$ cat src/hw/avr_io_pkg.sv
package avr_io_pkg;

    // IN/OUT port A lands at data address A + IO_OFFSET
    localparam logic [15:0] IO_OFFSET      = 16'h0020;

    // Keyboard
    localparam logic [15:0] KB_DATA_ADDR   = 16'h0022;
    localparam logic [15:0] KB_STATUS_ADDR = 16'h0023;   // Bit 0 is hit

    // Processor
    localparam logic [15:0] SREG_ADDR      = 16'h005F;

endpackage

$ cat src/hw/avr_isa_pkg.sv
package avr_isa_pkg;

    localparam int REG_ADDR_W = 5;
    localparam int DATA_W     = 8;
    localparam int PC_W       = 16;
    localparam int ADDR_W     = 16;

    // Register-pair view, as in ADD Rd, Rr
    typedef struct packed {
        logic [5:0] group;      // Opcode bits 15:10
        logic       rr_hi;      // Rr bit 4, also the LD/ST direction
        logic [4:0] rd;
        logic [3:0] rr_lo;
    } rr_form_t;

    // Immediate view, as in LDI Rd, K
    typedef struct packed {
        logic [3:0] opcode;
        logic [3:0] k_hi;
        logic [3:0] rd;         // R16 to R31 only
        logic [3:0] k_lo;
    } imm_form_t;

    typedef union packed {
        rr_form_t  rr;
        imm_form_t imm;
    } instr_t;

    typedef enum logic [4:0] {
        PASS_B,
        ADD,
        ADC,
        SUB,
        SBC,
        AND,
        EOR,
        OR
    } alu_op_t;

    // Bit 7 down to bit 0
    typedef struct packed {
        logic i;
        logic t;
        logic h;
        logic s;
        logic v;
        logic n;
        logic z;
        logic c;
    } sreg_t;

endpackage

$ cat src/hw/data_bus_if.sv
interface data_bus_if import avr_isa_pkg::*; ();

    logic [ADDR_W-1:0] address;
    logic [DATA_W-1:0] wdata;
    logic              we;      // One cycle per store
    logic              re;      // Second cycle of a load
    logic [DATA_W-1:0] rdata;   // Combinational from the slave

    modport master (
        output address,
        output wdata,
        output we,
        output re,
        input  rdata
    );

    modport slave (
        input  address,
        input  wdata,
        input  we,
        input  re,
        output rdata
    );

endinterface

$ cat src/hw/alu.sv
module alu import avr_isa_pkg::*; (
    input  alu_op_t           alu_op,
    input  logic [DATA_W-1:0] op_a,
    input  logic [DATA_W-1:0] op_b,
    input  sreg_t             flags_in,
    output logic [DATA_W-1:0] result,
    output sreg_t             flags_out
);

    localparam int MSB = DATA_W - 1;

    logic [DATA_W:0] wide;      // Extra bit holds carry or borrow
    logic            carry_in;

    assign carry_in = ((alu_op == ADC) || (alu_op == SBC)) && flags_in.c;

    always_comb begin
        flags_out = flags_in;
        wide      = '0;
        result    = op_b;

        case (alu_op)
            ADD, ADC: begin
                wide        = {1'b0, op_a} + {1'b0, op_b} + carry_in;
                result      = wide[MSB:0];
                flags_out.c = wide[DATA_W];
                flags_out.h = (op_a[3] & op_b[3]) | (op_b[3] & ~result[3]) |
                              (~result[3] & op_a[3]);
                flags_out.v = (op_a[MSB] & op_b[MSB] & ~result[MSB]) |
                              (~op_a[MSB] & ~op_b[MSB] & result[MSB]);
            end
            SUB, SBC: begin
                wide        = {1'b0, op_a} - {1'b0, op_b} - carry_in;
                result      = wide[MSB:0];
                flags_out.c = wide[DATA_W];     // Borrow
                flags_out.h = (~op_a[3] & op_b[3]) | (op_b[3] & result[3]) |
                              (result[3] & ~op_a[3]);
                flags_out.v = (op_a[MSB] & ~op_b[MSB] & ~result[MSB]) |
                              (~op_a[MSB] & op_b[MSB] & result[MSB]);
            end
            AND: begin
                result      = op_a & op_b;
                flags_out.v = 1'b0;
            end
            EOR: begin
                result      = op_a ^ op_b;
                flags_out.v = 1'b0;
            end
            OR: begin
                result      = op_a | op_b;
                flags_out.v = 1'b0;
            end
            default: ;      // PASS_B moves op_b, flags untouched
        endcase

        if (alu_op != PASS_B) begin
            flags_out.n = result[MSB];
            flags_out.s = result[MSB] ^ flags_out.v;
            // SBC/CPC chain the zero test across bytes
            flags_out.z = (result == '0) && ((alu_op != SBC) || flags_in.z);
        end
    end

endmodule

$ cat src/hw/avr_core_top.sv
module avr_core_top import avr_isa_pkg::*; #(
    parameter logic [PC_W-1:0] RESET_PC = '0
) (
    input  logic              clock,
    input  logic              arst_n,
    output logic [PC_W-1:0]   pc,
    input  logic [PC_W-1:0]   ir,
    output logic [ADDR_W-1:0] address,
    input  logic [DATA_W-1:0] din_raw,
    output logic [DATA_W-1:0] wb,
    output logic              w,
    input  logic [DATA_W-1:0] kb_ch,
    input  logic              kb_tr,
    output logic              kb_hit
);

    logic [REG_ADDR_W-1:0] rd_idx;
    logic [REG_ADDR_W-1:0] rr_idx;
    logic [REG_ADDR_W-1:0] wr_idx;
    logic [DATA_W-1:0]     rd_data;
    logic [DATA_W-1:0]     rr_data;
    logic [DATA_W-1:0]     op_a;
    logic [DATA_W-1:0]     op_b;
    logic [DATA_W-1:0]     alu_result;
    logic [ADDR_W-1:0]     x_ptr;
    logic                  wr_en;
    logic                  sreg_wr_en;
    alu_op_t               alu_op;
    sreg_t                 alu_flags;
    sreg_t                 sreg;
    sreg_t                 sreg_wr_data;

    data_bus_if bus ();

    // External memory sees the registered bus
    assign address = bus.address;
    assign wb      = bus.wdata;
    assign w       = bus.we;

    execute_control #(
        .RESET_PC (RESET_PC)
    ) i_execute_control (
        .clock        (clock),
        .arst_n       (arst_n),
        .ir           (ir),
        .pc           (pc),
        .rd_idx       (rd_idx),
        .rr_idx       (rr_idx),
        .rd_data      (rd_data),
        .rr_data      (rr_data),
        .x_ptr        (x_ptr),
        .wr_en        (wr_en),
        .wr_idx       (wr_idx),
        .alu_op       (alu_op),
        .op_a         (op_a),
        .op_b         (op_b),
        .alu_flags    (alu_flags),
        .sreg_wr_en   (sreg_wr_en),
        .sreg_wr_data (sreg_wr_data),
        .sreg         (sreg),
        .bus          (bus.master)
    );

    register_file i_register_file (
        .clock   (clock),
        .arst_n  (arst_n),
        .rd_idx  (rd_idx),
        .rr_idx  (rr_idx),
        .rd_data (rd_data),
        .rr_data (rr_data),
        .wr_en   (wr_en),
        .wr_idx  (wr_idx),
        .wr_data (alu_result),
        .x_ptr   (x_ptr)
    );

    alu i_alu (
        .alu_op    (alu_op),
        .op_a      (op_a),
        .op_b      (op_b),
        .flags_in  (sreg),
        .result    (alu_result),
        .flags_out (alu_flags)
    );

    data_space i_data_space (
        .clock        (clock),
        .arst_n       (arst_n),
        .bus          (bus.slave),
        .din_raw      (din_raw),
        .kb_ch        (kb_ch),
        .kb_tr        (kb_tr),
        .kb_hit       (kb_hit),
        .sreg         (sreg),
        .sreg_wr_en   (sreg_wr_en),
        .sreg_wr_data (sreg_wr_data)
    );

endmodule

$ cat src/hw/data_space.sv
module data_space import avr_isa_pkg::*, avr_io_pkg::*; (
    input  logic              clock,
    input  logic              arst_n,
    data_bus_if.slave         bus,
    input  logic [DATA_W-1:0] din_raw,
    input  logic [DATA_W-1:0] kb_ch,
    input  logic              kb_tr,
    output logic              kb_hit,
    input  sreg_t             sreg,
    output logic              sreg_wr_en,
    output sreg_t             sreg_wr_data
);

    logic kb_trigger;   // Local copy of the keyboard toggle

    assign kb_hit = kb_trigger ^ kb_tr;

    // Read decode, everything unclaimed goes to external RAM
    always_comb begin
        case (bus.address)
            KB_DATA_ADDR:   bus.rdata = kb_ch;
            KB_STATUS_ADDR: bus.rdata = {{(DATA_W-1){1'b0}}, kb_hit};
            SREG_ADDR:      bus.rdata = sreg;
            default:        bus.rdata = din_raw;
        endcase
    end

    // Reading hit=1 acknowledges it
    always_ff @(posedge clock or negedge arst_n) begin
        if (!arst_n) begin
            kb_trigger <= 1'b0;
        end else if (bus.re && (bus.address == KB_STATUS_ADDR) && kb_hit) begin
            kb_trigger <= ~kb_trigger;
        end
    end

    assign sreg_wr_en   = bus.we && (bus.address == SREG_ADDR);
    assign sreg_wr_data = sreg_t'(bus.wdata);

    a_no_rw_overlap: assert property (@(posedge clock) disable iff (!arst_n)
        !(bus.we && bus.re))
        else $error("data bus read and write in the same cycle");

endmodule

$ cat src/hw/execute_control.sv
module execute_control import avr_isa_pkg::*, avr_io_pkg::*; #(
    parameter logic [PC_W-1:0] RESET_PC = '0
) (
    input  logic                  clock,
    input  logic                  arst_n,
    input  instr_t                ir,
    output logic [PC_W-1:0]       pc,
    output logic [REG_ADDR_W-1:0] rd_idx,
    output logic [REG_ADDR_W-1:0] rr_idx,
    input  logic [DATA_W-1:0]     rd_data,
    input  logic [DATA_W-1:0]     rr_data,
    input  logic [ADDR_W-1:0]     x_ptr,
    output logic                  wr_en,
    output logic [REG_ADDR_W-1:0] wr_idx,
    output alu_op_t               alu_op,
    output logic [DATA_W-1:0]     op_a,
    output logic [DATA_W-1:0]     op_b,
    input  sreg_t                 alu_flags,
    input  logic                  sreg_wr_en,
    input  sreg_t                 sreg_wr_data,
    output sreg_t                 sreg,
    data_bus_if.master            bus
);

    logic              tstate;      // Second cycle of LD / IN
    logic [PC_W-1:0]   pc_inc;
    logic [PC_W-1:0]   pc_next;
    logic [DATA_W-1:0] k_imm;
    logic [ADDR_W-1:0] mem_addr;
    logic              use_imm;
    logic              flags_en;
    logic              mem_op;
    logic              is_store;
    logic              is_load;

    assign pc_inc = pc + 1'b1;
    assign k_imm  = {ir.imm.k_hi, ir.imm.k_lo};

    // ----------------------------------------------------------------------
    // Instruction decode
    // ----------------------------------------------------------------------
    always_comb begin
        alu_op   = PASS_B;
        use_imm  = 1'b0;
        wr_en    = 1'b0;
        flags_en = 1'b0;
        mem_op   = 1'b0;
        is_store = 1'b0;
        mem_addr = x_ptr;
        pc_next  = pc_inc;

        casez (ir.rr.group)
            6'b0000_01: begin alu_op = SBC; flags_en = 1'b1; end               // CPC
            6'b0000_10: begin alu_op = SBC; flags_en = 1'b1; wr_en = 1'b1; end
            6'b0000_11: begin alu_op = ADD; flags_en = 1'b1; wr_en = 1'b1; end
            6'b0001_01: begin alu_op = SUB; flags_en = 1'b1; end               // CP
            6'b0001_10: begin alu_op = SUB; flags_en = 1'b1; wr_en = 1'b1; end
            6'b0001_11: begin alu_op = ADC; flags_en = 1'b1; wr_en = 1'b1; end
            6'b0010_00: begin alu_op = AND; flags_en = 1'b1; wr_en = 1'b1; end
            6'b0010_01: begin alu_op = EOR; flags_en = 1'b1; wr_en = 1'b1; end
            6'b0010_10: begin alu_op = OR;  flags_en = 1'b1; wr_en = 1'b1; end
            6'b0010_11: wr_en = 1'b1;                                          // MOV

            // Immediate group, Rd in R16..R31
            6'b0011_??: begin alu_op = SUB; flags_en = 1'b1; use_imm = 1'b1; end   // CPI
            6'b0100_??: begin
                alu_op   = SBC;
                flags_en = 1'b1;
                wr_en    = 1'b1;
                use_imm  = 1'b1;
            end
            6'b0101_??: begin
                alu_op   = SUB;
                flags_en = 1'b1;
                wr_en    = 1'b1;
                use_imm  = 1'b1;
            end
            6'b0110_??: begin
                alu_op   = OR;
                flags_en = 1'b1;
                wr_en    = 1'b1;
                use_imm  = 1'b1;
            end
            6'b0111_??: begin
                alu_op   = AND;
                flags_en = 1'b1;
                wr_en    = 1'b1;
                use_imm  = 1'b1;
            end
            6'b1110_??: begin use_imm = 1'b1; wr_en = 1'b1; end               // LDI

            // Flow control
            6'b1100_??: pc_next = pc_inc + {{(PC_W-12){ir[11]}}, ir[11:0]};   // RJMP
            6'b1111_0?: begin
                // Bit 10 picks BRBC over BRBS
                if (sreg[ir[2:0]] ^ ir[10]) begin
                    pc_next = pc_inc + {{(PC_W-7){ir[9]}}, ir[9:3]};
                end
            end

            // LD Rd,X and ST X,Rr
            6'b1001_00: begin
                if (ir.rr.rr_lo == 4'b1100) begin
                    mem_op   = 1'b1;
                    is_store = ir.rr.rr_hi;
                end
            end

            // IN / OUT, bit 11 is OUT
            6'b1011_??: begin
                mem_op   = 1'b1;
                is_store = ir[11];
                mem_addr = ADDR_W'({ir[10:9], ir[3:0]}) + IO_OFFSET;
            end

            default: ;      // NOP and anything unsupported
        endcase

        is_load = mem_op && !is_store;
        if (is_load) begin
            if (tstate) begin
                wr_en = 1'b1;       // Capture rdata into Rd
            end else begin
                pc_next = pc;       // Hold for the data cycle
            end
        end
    end

    // Operand routing
    assign rd_idx = use_imm ? {1'b1, ir.imm.rd} : ir.rr.rd;
    assign rr_idx = {ir.rr.rr_hi, ir.rr.rr_lo};
    assign wr_idx = rd_idx;
    assign op_a   = rd_data;
    assign op_b   = tstate  ? bus.rdata :
                    use_imm ? k_imm     : rr_data;

    assign bus.re = tstate;

    // ----------------------------------------------------------------------
    // State
    // ----------------------------------------------------------------------
    always_ff @(posedge clock or negedge arst_n) begin
        if (!arst_n) begin
            pc     <= RESET_PC;
            tstate <= 1'b0;
            sreg   <= '0;
            bus.we <= 1'b0;
        end else begin
            pc     <= pc_next;
            tstate <= is_load && !tstate;
            bus.we <= mem_op && is_store;

            // A flag-setting instruction is younger than a pending SREG store
            if (flags_en) begin
                sreg <= alu_flags;
            end else if (sreg_wr_en) begin
                sreg <= sreg_wr_data;
            end
        end
    end

    always_ff @(posedge clock) begin
        if (mem_op && !tstate) begin
            bus.address <= mem_addr;
            bus.wdata   <= rd_data;     // ST/OUT source sits in the Rd field
        end
    end

    a_tstate_load: assert property (@(posedge clock) disable iff (!arst_n)
        tstate |-> is_load)
        else $error("tstate set while no load opcode is held");

endmodule

$ cat src/hw/register_file.sv
module register_file import avr_isa_pkg::*; (
    input  logic                  clock,
    input  logic                  arst_n,
    input  logic [REG_ADDR_W-1:0] rd_idx,
    input  logic [REG_ADDR_W-1:0] rr_idx,
    output logic [DATA_W-1:0]     rd_data,
    output logic [DATA_W-1:0]     rr_data,
    input  logic                  wr_en,
    input  logic [REG_ADDR_W-1:0] wr_idx,
    input  logic [DATA_W-1:0]     wr_data,
    output logic [ADDR_W-1:0]     x_ptr
);

    logic [DATA_W-1:0] regs [1 << REG_ADDR_W];

    always_ff @(posedge clock or negedge arst_n) begin
        if (!arst_n) begin
            regs <= '{default: '0};
        end else if (wr_en) begin
            regs[wr_idx] <= wr_data;
        end
    end

    assign rd_data = regs[rd_idx];
    assign rr_data = regs[rr_idx];
    assign x_ptr   = {regs[27], regs[26]};     // X = R27:R26

    a_wr_idx_known: assert property (@(posedge clock) disable iff (!arst_n)
        wr_en |-> !$isunknown(wr_idx))
        else $error("register write with unknown index");

endmodule

$ cat config.mk
export PLATFORM = sky130hd
export DESIGN_NAME = avr_core_top
export DESIGN_NICKNAME = d
export VERILOG_FILES = /design/src/hw/avr_io_pkg.sv /design/src/hw/avr_isa_pkg.sv /design/src/hw/data_bus_if.sv /design/src/hw/alu.sv /design/src/hw/avr_core_top.sv /design/src/hw/data_space.sv /design/src/hw/execute_control.sv /design/src/hw/register_file.sv
export SDC_FILE = /design/constraint.sdc
export NUM_CORES = 1
export LEC_CHECK = 0
export BUFFER_PORTS_ARGS = -buffer_cell sky130_fd_sc_hd__buf_2
export CELL_PAD_IN_SITES_DETAIL_PLACEMENT = 0
export CELL_PAD_IN_SITES_GLOBAL_PLACEMENT = 1
export CORE_UTILIZATION = 47
export DETAILED_ROUTE_END_ITERATION = 6
export PLACE_DENSITY_LB_ADDON = 0.05
export SYNTH_ARGS = -nofsm -noshare
export SYNTH_HDL_FRONTEND = slang
export SYNTH_HIERARCHICAL = 1
export SYNTH_SLANG_ARGS = --single-unit
$ cat constraint.sdc
create_clock -name clock -period 4.35 [get_ports clock]
set_input_delay 1.305 -clock clock [delete_from_list [all_inputs] [get_ports clock]]
set_output_delay 1.305 -clock clock [all_outputs]
set_load 0.1 [all_outputs]
==> metrics.csv, run 1 <==
stage,metric,value,unit
clocking,htree_levels,2,
timing,hold_viol,0,
placed_design,place_ws,-1.88,ns
finish,final_cells,2531,
timing,relSlewSlack,34.8,%
power_and_ir_drop,peakVddDrop,0.399,mV
setup_path,cp-start-kind,input port,
placed_design,place_inst,2404,
finish,final-seq-area,7800,um^2
finish,multi_input_area,12600,um^2
clocking,clkSinkCount,307,
synth,yosys_warnings,6,
synth,synthCells,1631,
finish,drive_above_1_share,52.0,%
clocking,clockBufferDepth,3,
setup_path,max_stage_delay,0.53,ns
run,max-cap-violations,0,
finish,syn2layout_area_growth,28.1,%
synth,ys_async_sr_fraction,92.2,%
clocking,cts_tree,built,
power_and_ir_drop,power_density,551,nW/um^2
timing,grt_setup_unrepaired,yes,
synth,synth_most_common_cell,dfrtp_1,
finish,nets,2036,
synth,synth_top_area_share,34.7,%
power_and_ir_drop,cellLeakagePower,0.0116,uW
status,failed_checks,negative setup slack,
timing,worst_clock_skew,0.0158,ns
drt,wl_per_cell,27.3,um
floorplanning,placeableCoreArea,42400,um^2
floorplanning,die_h,210,um
setup_path,cp.required,4.79,ns
floorplanning,floorplan.initialDensity,48.1,%
grt,gr-total-overflow,0,
timing,fin_ws,-0.894,ns
grt,grt_first_pass_wirelength,101000,um
status,status,"complete, but fails checks",
drt,drt-total-wl,69200,um
grt,antenna_found_initial,1,
timing,timing.final.crit_share,121,%
synth,synth-seq-cells,307,
synth,synth_cell_type_count,85,
placed_design,place.port_buffers,76,
setup_path,reg2reg_slack,-0.25,ns
setup_path,regToRegStartpoint,i_execute_control/bus.address[15],
floorplanning,row_count,75,
drt,vias,15600,
floorplanning,die-area,44300,um^2
setup_path,r2r_end,i_execute_control/sreg[4],
synth,ys_seq_area_share,38.2,%
setup_path,cp_max_fo,8,
synth,ys.flop_type,dfrtp_1,
drt,post_drt_via_cell_ratio,6.17,
synth,synth_edf_count,24,
synth,avgSynthCellArea,12.5,um^2
setup_path,endpoint_kind,flip-flop,
timing,fmax,191,MHz
placed_design,hpwl,47000,um
clocking,path_clk_slew,0.06,ns
setup_path,crit_end,i_register_file/regs[156],
clocking,clock-root-buffer,clkbuf_16,
synth,synth_area_leaders,"dfrtp_1 35%, mux4_2 18%, mux2_2 15%",
timing,setup_viol,262,
timing,tns,-181.50,ns
finish,postLayoutCellArea,26100,um^2
floorplanning,die_x,210,um
timing,fin_crit,5.24,ns
setup_path,startpoint,ir[1],
drt,drc,0,
setup_path,r2r_cells,26,
setup_path,crit_type,input port to flip-flop,
min_path,hold_path.class,flip-flop to flip-flop,
setup_path,crit_path_cell_trace,buf_12 > buf_12 > buf_4 > buf_6 > mux4_2 > mux4_2 > mux2_4 > mux2i_4 > o21ai_2 > buf_4 > ha_4 > inv_2 > ha_4 > a21oi_4 > xnor2_1 > a221o_1 > a221o_2 > buf_12 > clkbuf_16 > mux2_4,
grt,grt_pass1_vias,15700,
placed_design,place_congestion,0.927,
synth,synth.largest_area_cell,dfrtp_1,
timing,slew_viol_final,0,
setup_path,arrival,5.68,ns
clocking,insertion_delay,0.56,ns
drt,antenna_left,0,
clocking,cts_buffers,38,
grt,grt.total_usage,31.1,%
clocking,ctsHoldBuffers,0,
drt,dr.pass1.iters,5,
timing,worst_pin_slew,0.975,ns
setup_path,cp_common_cell,buf_12,
drt,drt_iter0_drc,1122,
synth,synthTopCellsByCount,"283 x dfrtp_1, 278 x mux2_2, 162 x mux4_2",
floorplanning,ios,77,
placed_design,post_dp_cell_area,23000,um^2
setup_path,crit_path_top_delay_cell,mux4_2,
grt,grt_max_degree,83,
finish,fillers,3393,
synth,synth_area,20400,um^2
-- cell families after synthesis --
| kind of cell | synth area share (%) |
|---|---|
| simple gates | 7.33 |
| compound gates | 7.82 |
| buf+inv | 5.21 |
| flops | 38.2 |
| fa+ha+maj | 4.73 |
| xor+xnor | 2.45 |
| mux | 34.2 |
| other cells | 0.0184 |
-- what timing repair did --
action                                  in CTS  in global routing
endpoints found under the setup margin     262                262
setup buffers                               28                 20
pin swaps                                   26                 25
cloned                                      11                  7
resized for setup                          134                152
-- per-layer routing --
| layer | up-vias | wire, um | GRT usage, % | part of all wire [%] |
|---|---|---|---|---|
| li1 | 6755 | - | - | - |
| met1 | 8118 | 29500 | 42.6 | 43 |
| met2 | 610 | 32700 | 48.6 | 47 |
| met3 | 141 | 4480 | 5.78 | 6.5 |
| met4 | 0 | 2560 | 13.3 | 3.7 |
| met5 | - | 0 | 0 | 0 |
-- critical path, delay by kind of cell --
family                   cells  cell delay, ns
AO/OA/AOI/OAI                4            1.00
XOR/XNOR                     1            0.10
adder cells (fa/ha/maj)      2            0.37
buffers and inverters        8            1.07
multiplexers                 5            1.78
-- flip-flops by register name, summed over array words and instances, names as in the netlist --
register,flops
i_register_file/regs,240
i_execute_control/bus.address,16
i_execute_control/pc,16
i_register_file/x_ptr,16
i_execute_control/bus.wdata,8
i_execute_control/sreg,8
i_data_space/kb_trigger,1
i_execute_control/bus.re,1
i_execute_control/bus.we,1
-- worst min-delay path by stage --
stage                         startpoint                   endpoint  slack (ns)  cells after the start
2_1_floorplan  i_register_file/regs[208]  i_register_file/regs[208]        0.49                      1
3_5_place_dp   i_register_file/regs[216]  i_register_file/regs[216]        0.51                      1
3_3_place_gp   i_register_file/regs[200]  i_register_file/regs[200]        0.50                      1
4_1_cts        i_register_file/regs[216]  i_register_file/regs[216]        0.52                      1
5_1_grt        i_register_file/regs[140]  i_register_file/regs[140]        0.54                      1
6_report       i_register_file/regs[119]  i_register_file/regs[119]        0.52                      1
-- through the flow --
| stage | utilization (%) | power [uW] | hold slack, ns |
|---|---|---|---|
| 2_1_floorplan | - | 8110 | 0.491 |
| 3_3_place_gp | 54.2 | 9890 | 0.502 |
| 3_5_place_dp | 54.2 | 9980 | 0.511 |
| 4_1_cts | 59.7 | 13800 | 0.524 |
| 5_1_grt | 61.6 | 15100 | 0.542 |
| 6_report | 61.6 | 14400 | 0.524 |
-- where the power goes --
group | switching [uW] | total [uW] | internal, uW
Combinational | 3790 | 7300 | 3510
Sequential | 529 | 4040 | 3510
Clock | 1260 | 3070 | 1820
Total | 5580 | 14400 | 8840
-- cells in the final DEF (no fill, tap or decap), types with 7 or more instances in the layout --
master / n
inv_2: 14
ha_1: 48
nand3_1: 22
o21ai_1: 13
buf_16: 9
buf_6: 15
a21o_1: 9
a211oi_1: 11
xnor2_1: 31
clkbuf_1: 14
o211ai_1: 12
clkbuf_16: 46
o21ai_0: 37
buf_2: 71
buf_4: 268
dfrtp_1: 283
mux4_2: 162
xor2_1: 19
a22oi_1: 18
and2_1: 13
nor3b_1: 7
ha_4: 15
nand3b_1: 7
a21oi_1: 53
nand2_1: 92
nor2_1: 62
mux2_2: 177
a221oi_1: 7
o21a_1: 7
inv_1: 43
buf_12: 30
mux2i_1: 13
nand4_1: 8
edfxtp_1: 24
nand2b_1: 7
mux2_4: 101
-- final cells by class --
cell class / count / share of cell area, %
antenna: 1 / 0.00957
clock buffer: 56 / 4.09
clock inverter: 9 / 0.392
inverter: 59 / 0.876
multi-input combinational: 1116 / 48.1
sequential: 307 / 29.8
tap: 577 / 2.76
timing repair buffer: 406 / 14.0
No activity file was read; power rests on OpenSTA's default activity.
==> run 2: changes to the inputs <==
--- a/config.mk
+++ b/config.mk
@@ -8,10 +8,10 @@
 export BUFFER_PORTS_ARGS = -buffer_cell sky130_fd_sc_hd__buf_2
 export CELL_PAD_IN_SITES_DETAIL_PLACEMENT = 0
 export CELL_PAD_IN_SITES_GLOBAL_PLACEMENT = 1
-export CORE_UTILIZATION = 47
+export CORE_UTILIZATION = 46
+export CTS_CLUSTER_SIZE = 10
 export DETAILED_ROUTE_END_ITERATION = 6
 export PLACE_DENSITY_LB_ADDON = 0.05
 export SYNTH_ARGS = -nofsm -noshare
 export SYNTH_HDL_FRONTEND = slang
-export SYNTH_HIERARCHICAL = 1
 export SYNTH_SLANG_ARGS = --single-unit
==> metrics.csv, run 2 <==
stage,metric,value,unit
placed_design,hpwl,49600,um
grt,grt_max_degree,112,
setup_path,critical_path_buf_inv_count,2,
min_path,hold_depth,2,
grt,gr-total-overflow,0,
status,failed_checks,"design-rule violations, negative setup slack",
clocking,path_clk_slew,0.05,ns
timing,fin_ws,-0.909,ns
setup_path,r2r_cells,19,
timing,hold_viol,0,
finish,multi_input_area,11000,um^2
setup_path,reg2reg_slack,-0.42,ns
synth,synth_area,19300,um^2
floorplanning,placeableCoreArea,41100,um^2
finish,final_common_cell,buf_4,
timing,relSlewSlack,23.8,%
synth,synth_top_area_share,36.8,%
timing,timing.final.crit_share,121,%
floorplanning,ios,77,
power_and_ir_drop,p_clk_share,21.9,%
status,status,"complete, but fails checks",
grt,grt_first_pass_wirelength,98900,um
power_and_ir_drop,sw_frac_of_total,39.2,%
grt,grt_pass1_vias,15700,
clocking,cts_tree,built,
power_and_ir_drop,p_switching,5610,uW
setup_path,cp.required,4.86,ns
setup_path,crit_path_cell_trace,buf_16 > mux4_2 > mux4_2 > a21oi_4 > nor2_1 > a21oi_1 > mux2_4 > inv_2 > fa_2 > a21o_1 > a21o_1 > fa_2 > nand2_1 > o21ai_1 > a221o_1 > a221o_1 > a21oi_2 > nand3_2 > o41ai_2 > o211a_1,
power_and_ir_drop,cellLeakagePower,0.0110,uW
synth,ys_async_sr_fraction,92.2,%
finish,nets,2255,
placed_design,place_congestion,0.954,
finish,largest-register,i_register_file.regs,
finish,fillers,3512,
clocking,cts_buffers,40,
timing,grt_setup_unrepaired,yes,
setup_path,cp_max_fo,5,
drt,dr.pass1.iters,7,
timing,fin_crit,5.26,ns
setup_path,crit_type,input port to flip-flop,
setup_path,endpoint_kind,flip-flop,
timing,setup_viol,230,
grt,grt.total_usage,31.7,%
finish,fin_util,59.5,%
drt,vias,16100,
timing,worst_clock_skew,0.0304,ns
timing,tns,-121.97,ns
clocking,clkSinkCount,307,
synth,synth_nets,1890,
drt,drt_iter0_drc,1200,
drt,wl_per_cell,24.4,um
synth,synth_most_common_cell,dfrtp_1,
synth,synth.largest_area_cell,dfrtp_1,
placed_design,post_dp_cell_area,22900,um^2
clocking,clockBufferDepth,3,
clocking,clock-root-buffer,clkbuf_16,
synth,synth-seq-cells,307,
setup_path,arrival,5.76,ns
setup_path,cp-start-kind,input port,
finish,postLayoutCellArea,24500,um^2
synth,synth_cell_type_count,75,
setup_path,critical_path_depth,20,
power_and_ir_drop,p_comb_share,47.5,%
synth,synth_area_leaders,"dfrtp_1 37%, mux4_2 17%, mux2_2 5.9%",
finish,largest_reg_flops,240,
setup_path,max_stage_delay,0.56,ns
floorplanning,row_count,74,
setup_path,crit_path_top_delay_cell,mux4_2,
synth,ys_seq_area_share,40.5,%
finish,drive_above_1_share,37.2,%
timing,worst_pin_slew,1.14,ns
placed_design,place.port_buffers,76,
drt,post_drt_via_cell_ratio,5.95,
power_and_ir_drop,seqPwrFrac,30.6,%
drt,drt-total-wl,66100,um
synth,avgSynthCellArea,10.8,um^2
floorplanning,die_h,207,um
power_and_ir_drop,power_density,585,nW/um^2
finish,syn2layout_area_growth,27.0,%
power_and_ir_drop,peakVddDrop,0.356,mV
clocking,htree_levels,2,
drt,drc,11,
synth,ys.flop_type,dfrtp_1,
timing,slew_viol_final,0,
floorplanning,floorplan.initialDensity,46.9,%
floorplanning,die_x,207,um
finish,final-seq-area,7800,um^2
synth,synthCells,1788,
floorplanning,die-area,42700,um^2
power_and_ir_drop,p_total,14300,uW
power_and_ir_drop,internal_power,8700,uW
drt,antenna_left,0,
timing,fmax,190,MHz
min_path,hold_path.class,flip-flop to flip-flop,
synth,yosys_warnings,0,
finish,final_cell_mix,"350 x buf_4, 283 x dfrtp_1, 218 x nand2_1",
clocking,insertion_delay,0.59,ns
synth,synthTopCellsByCount,"283 x dfrtp_1, 221 x nand2_1, 149 x o21ai_0",
finish,diodes,0,
run,max-cap-violations,0,
synth,synth_edf_count,24,
grt,antenna_found_initial,0,
setup_path,cpLargestDelayFamily,compound AO/OA/AOI/OAI gates,
## run 2: tightest hold or removal path: cells and delay by family, from the launching register on
| kind | cells | cell delay, ns |
|---|---|---|
| AND/OR/NAND/NOR | 1 | 0.05 |
| flip-flops | 1 | 0.35 |
| AO/OA/AOI/OAI | 1 | 0.06 |
## run 2: through the flow
| stage | instances | setup WS (ns) | hold WS (ns) |
|---|---|---|---|
| floorplan | 1788 | -1.43 | 0.461 |
| global placement | 2632 | -1.74 | 0.475 |
| detailed placement | 2632 | -1.80 | 0.488 |
| CTS | 2702 | -0.805 | 0.501 |
| global route | 2704 | -0.995 | 0.520 |
| finish | 2704 | -0.909 | 0.495 |
## run 2: path summary, 6_finish.rpt
check	start	to
max in group asynchronous	arst_n	i_register_file.regs[237]
worst min register to register	i_register_file.regs[12]	i_register_file.regs[12]
worst max-delay path	ir[0]	i_execute_control.sreg[1]
min in group asynchronous	arst_n	i_execute_control.sreg[3]
worst max register to register	i_register_file.regs[56]	i_execute_control.sreg[1]
worst min-delay path	i_register_file.regs[12]	i_register_file.regs[12]
## run 2: layout make-up
cell class	instances	share of cell area, %
Clock buffer	51	4.34
Clock inverter	10	0.634
Inverter	53	0.813
Multi-Input combinational cell	1296	44.8
Sequential cell	307	31.9
Tap cell	532	2.72
Timing Repair Buffer	455	14.8
## run 2: cell families after synthesis
family | after synthesis | synth area share, %
buffers and inverters | 185 | 4.08
muxes | 269 | 23.9
AOI/OAI and AO/OA | 414 | 13.2
DFF | 307 | 40.5
and+or+nand+nor | 498 | 11.5
adders and majority gates | 67 | 4.62
xor gates and xnor gates | 48 | 2.18
## run 2: power by group through the flow
stage	combinational, uW	sequential, uW	clock (uW)
floorplan	3700	4770	0
global placement	6440	4370	0
detailed placement	6540	4410	0
CTS	6710	4370	3200
global route	7300	4490	3300
finish	6800	4380	3140
## run 2: what timing repair did
item / in CTS / in global routing
pin swaps: 14 / 10
endpoints found under the setup margin: 242 / 233
hold buffers: 0 / 0
buffers inserted: 8 / 1
gates resized for setup: 51 / 17
endpoints found under the hold margin: 0 / 0
gates cloned: 1 / 1
## run 2: metal layers
metal	GRT usage, %	share of wire (%)	vias up
li1	-	-	7346
met1	43.2	43	8067
met2	51.1	47	546
met3	5.23	6.5	131
met4	11.3	3.7	0
met5	0	0	-
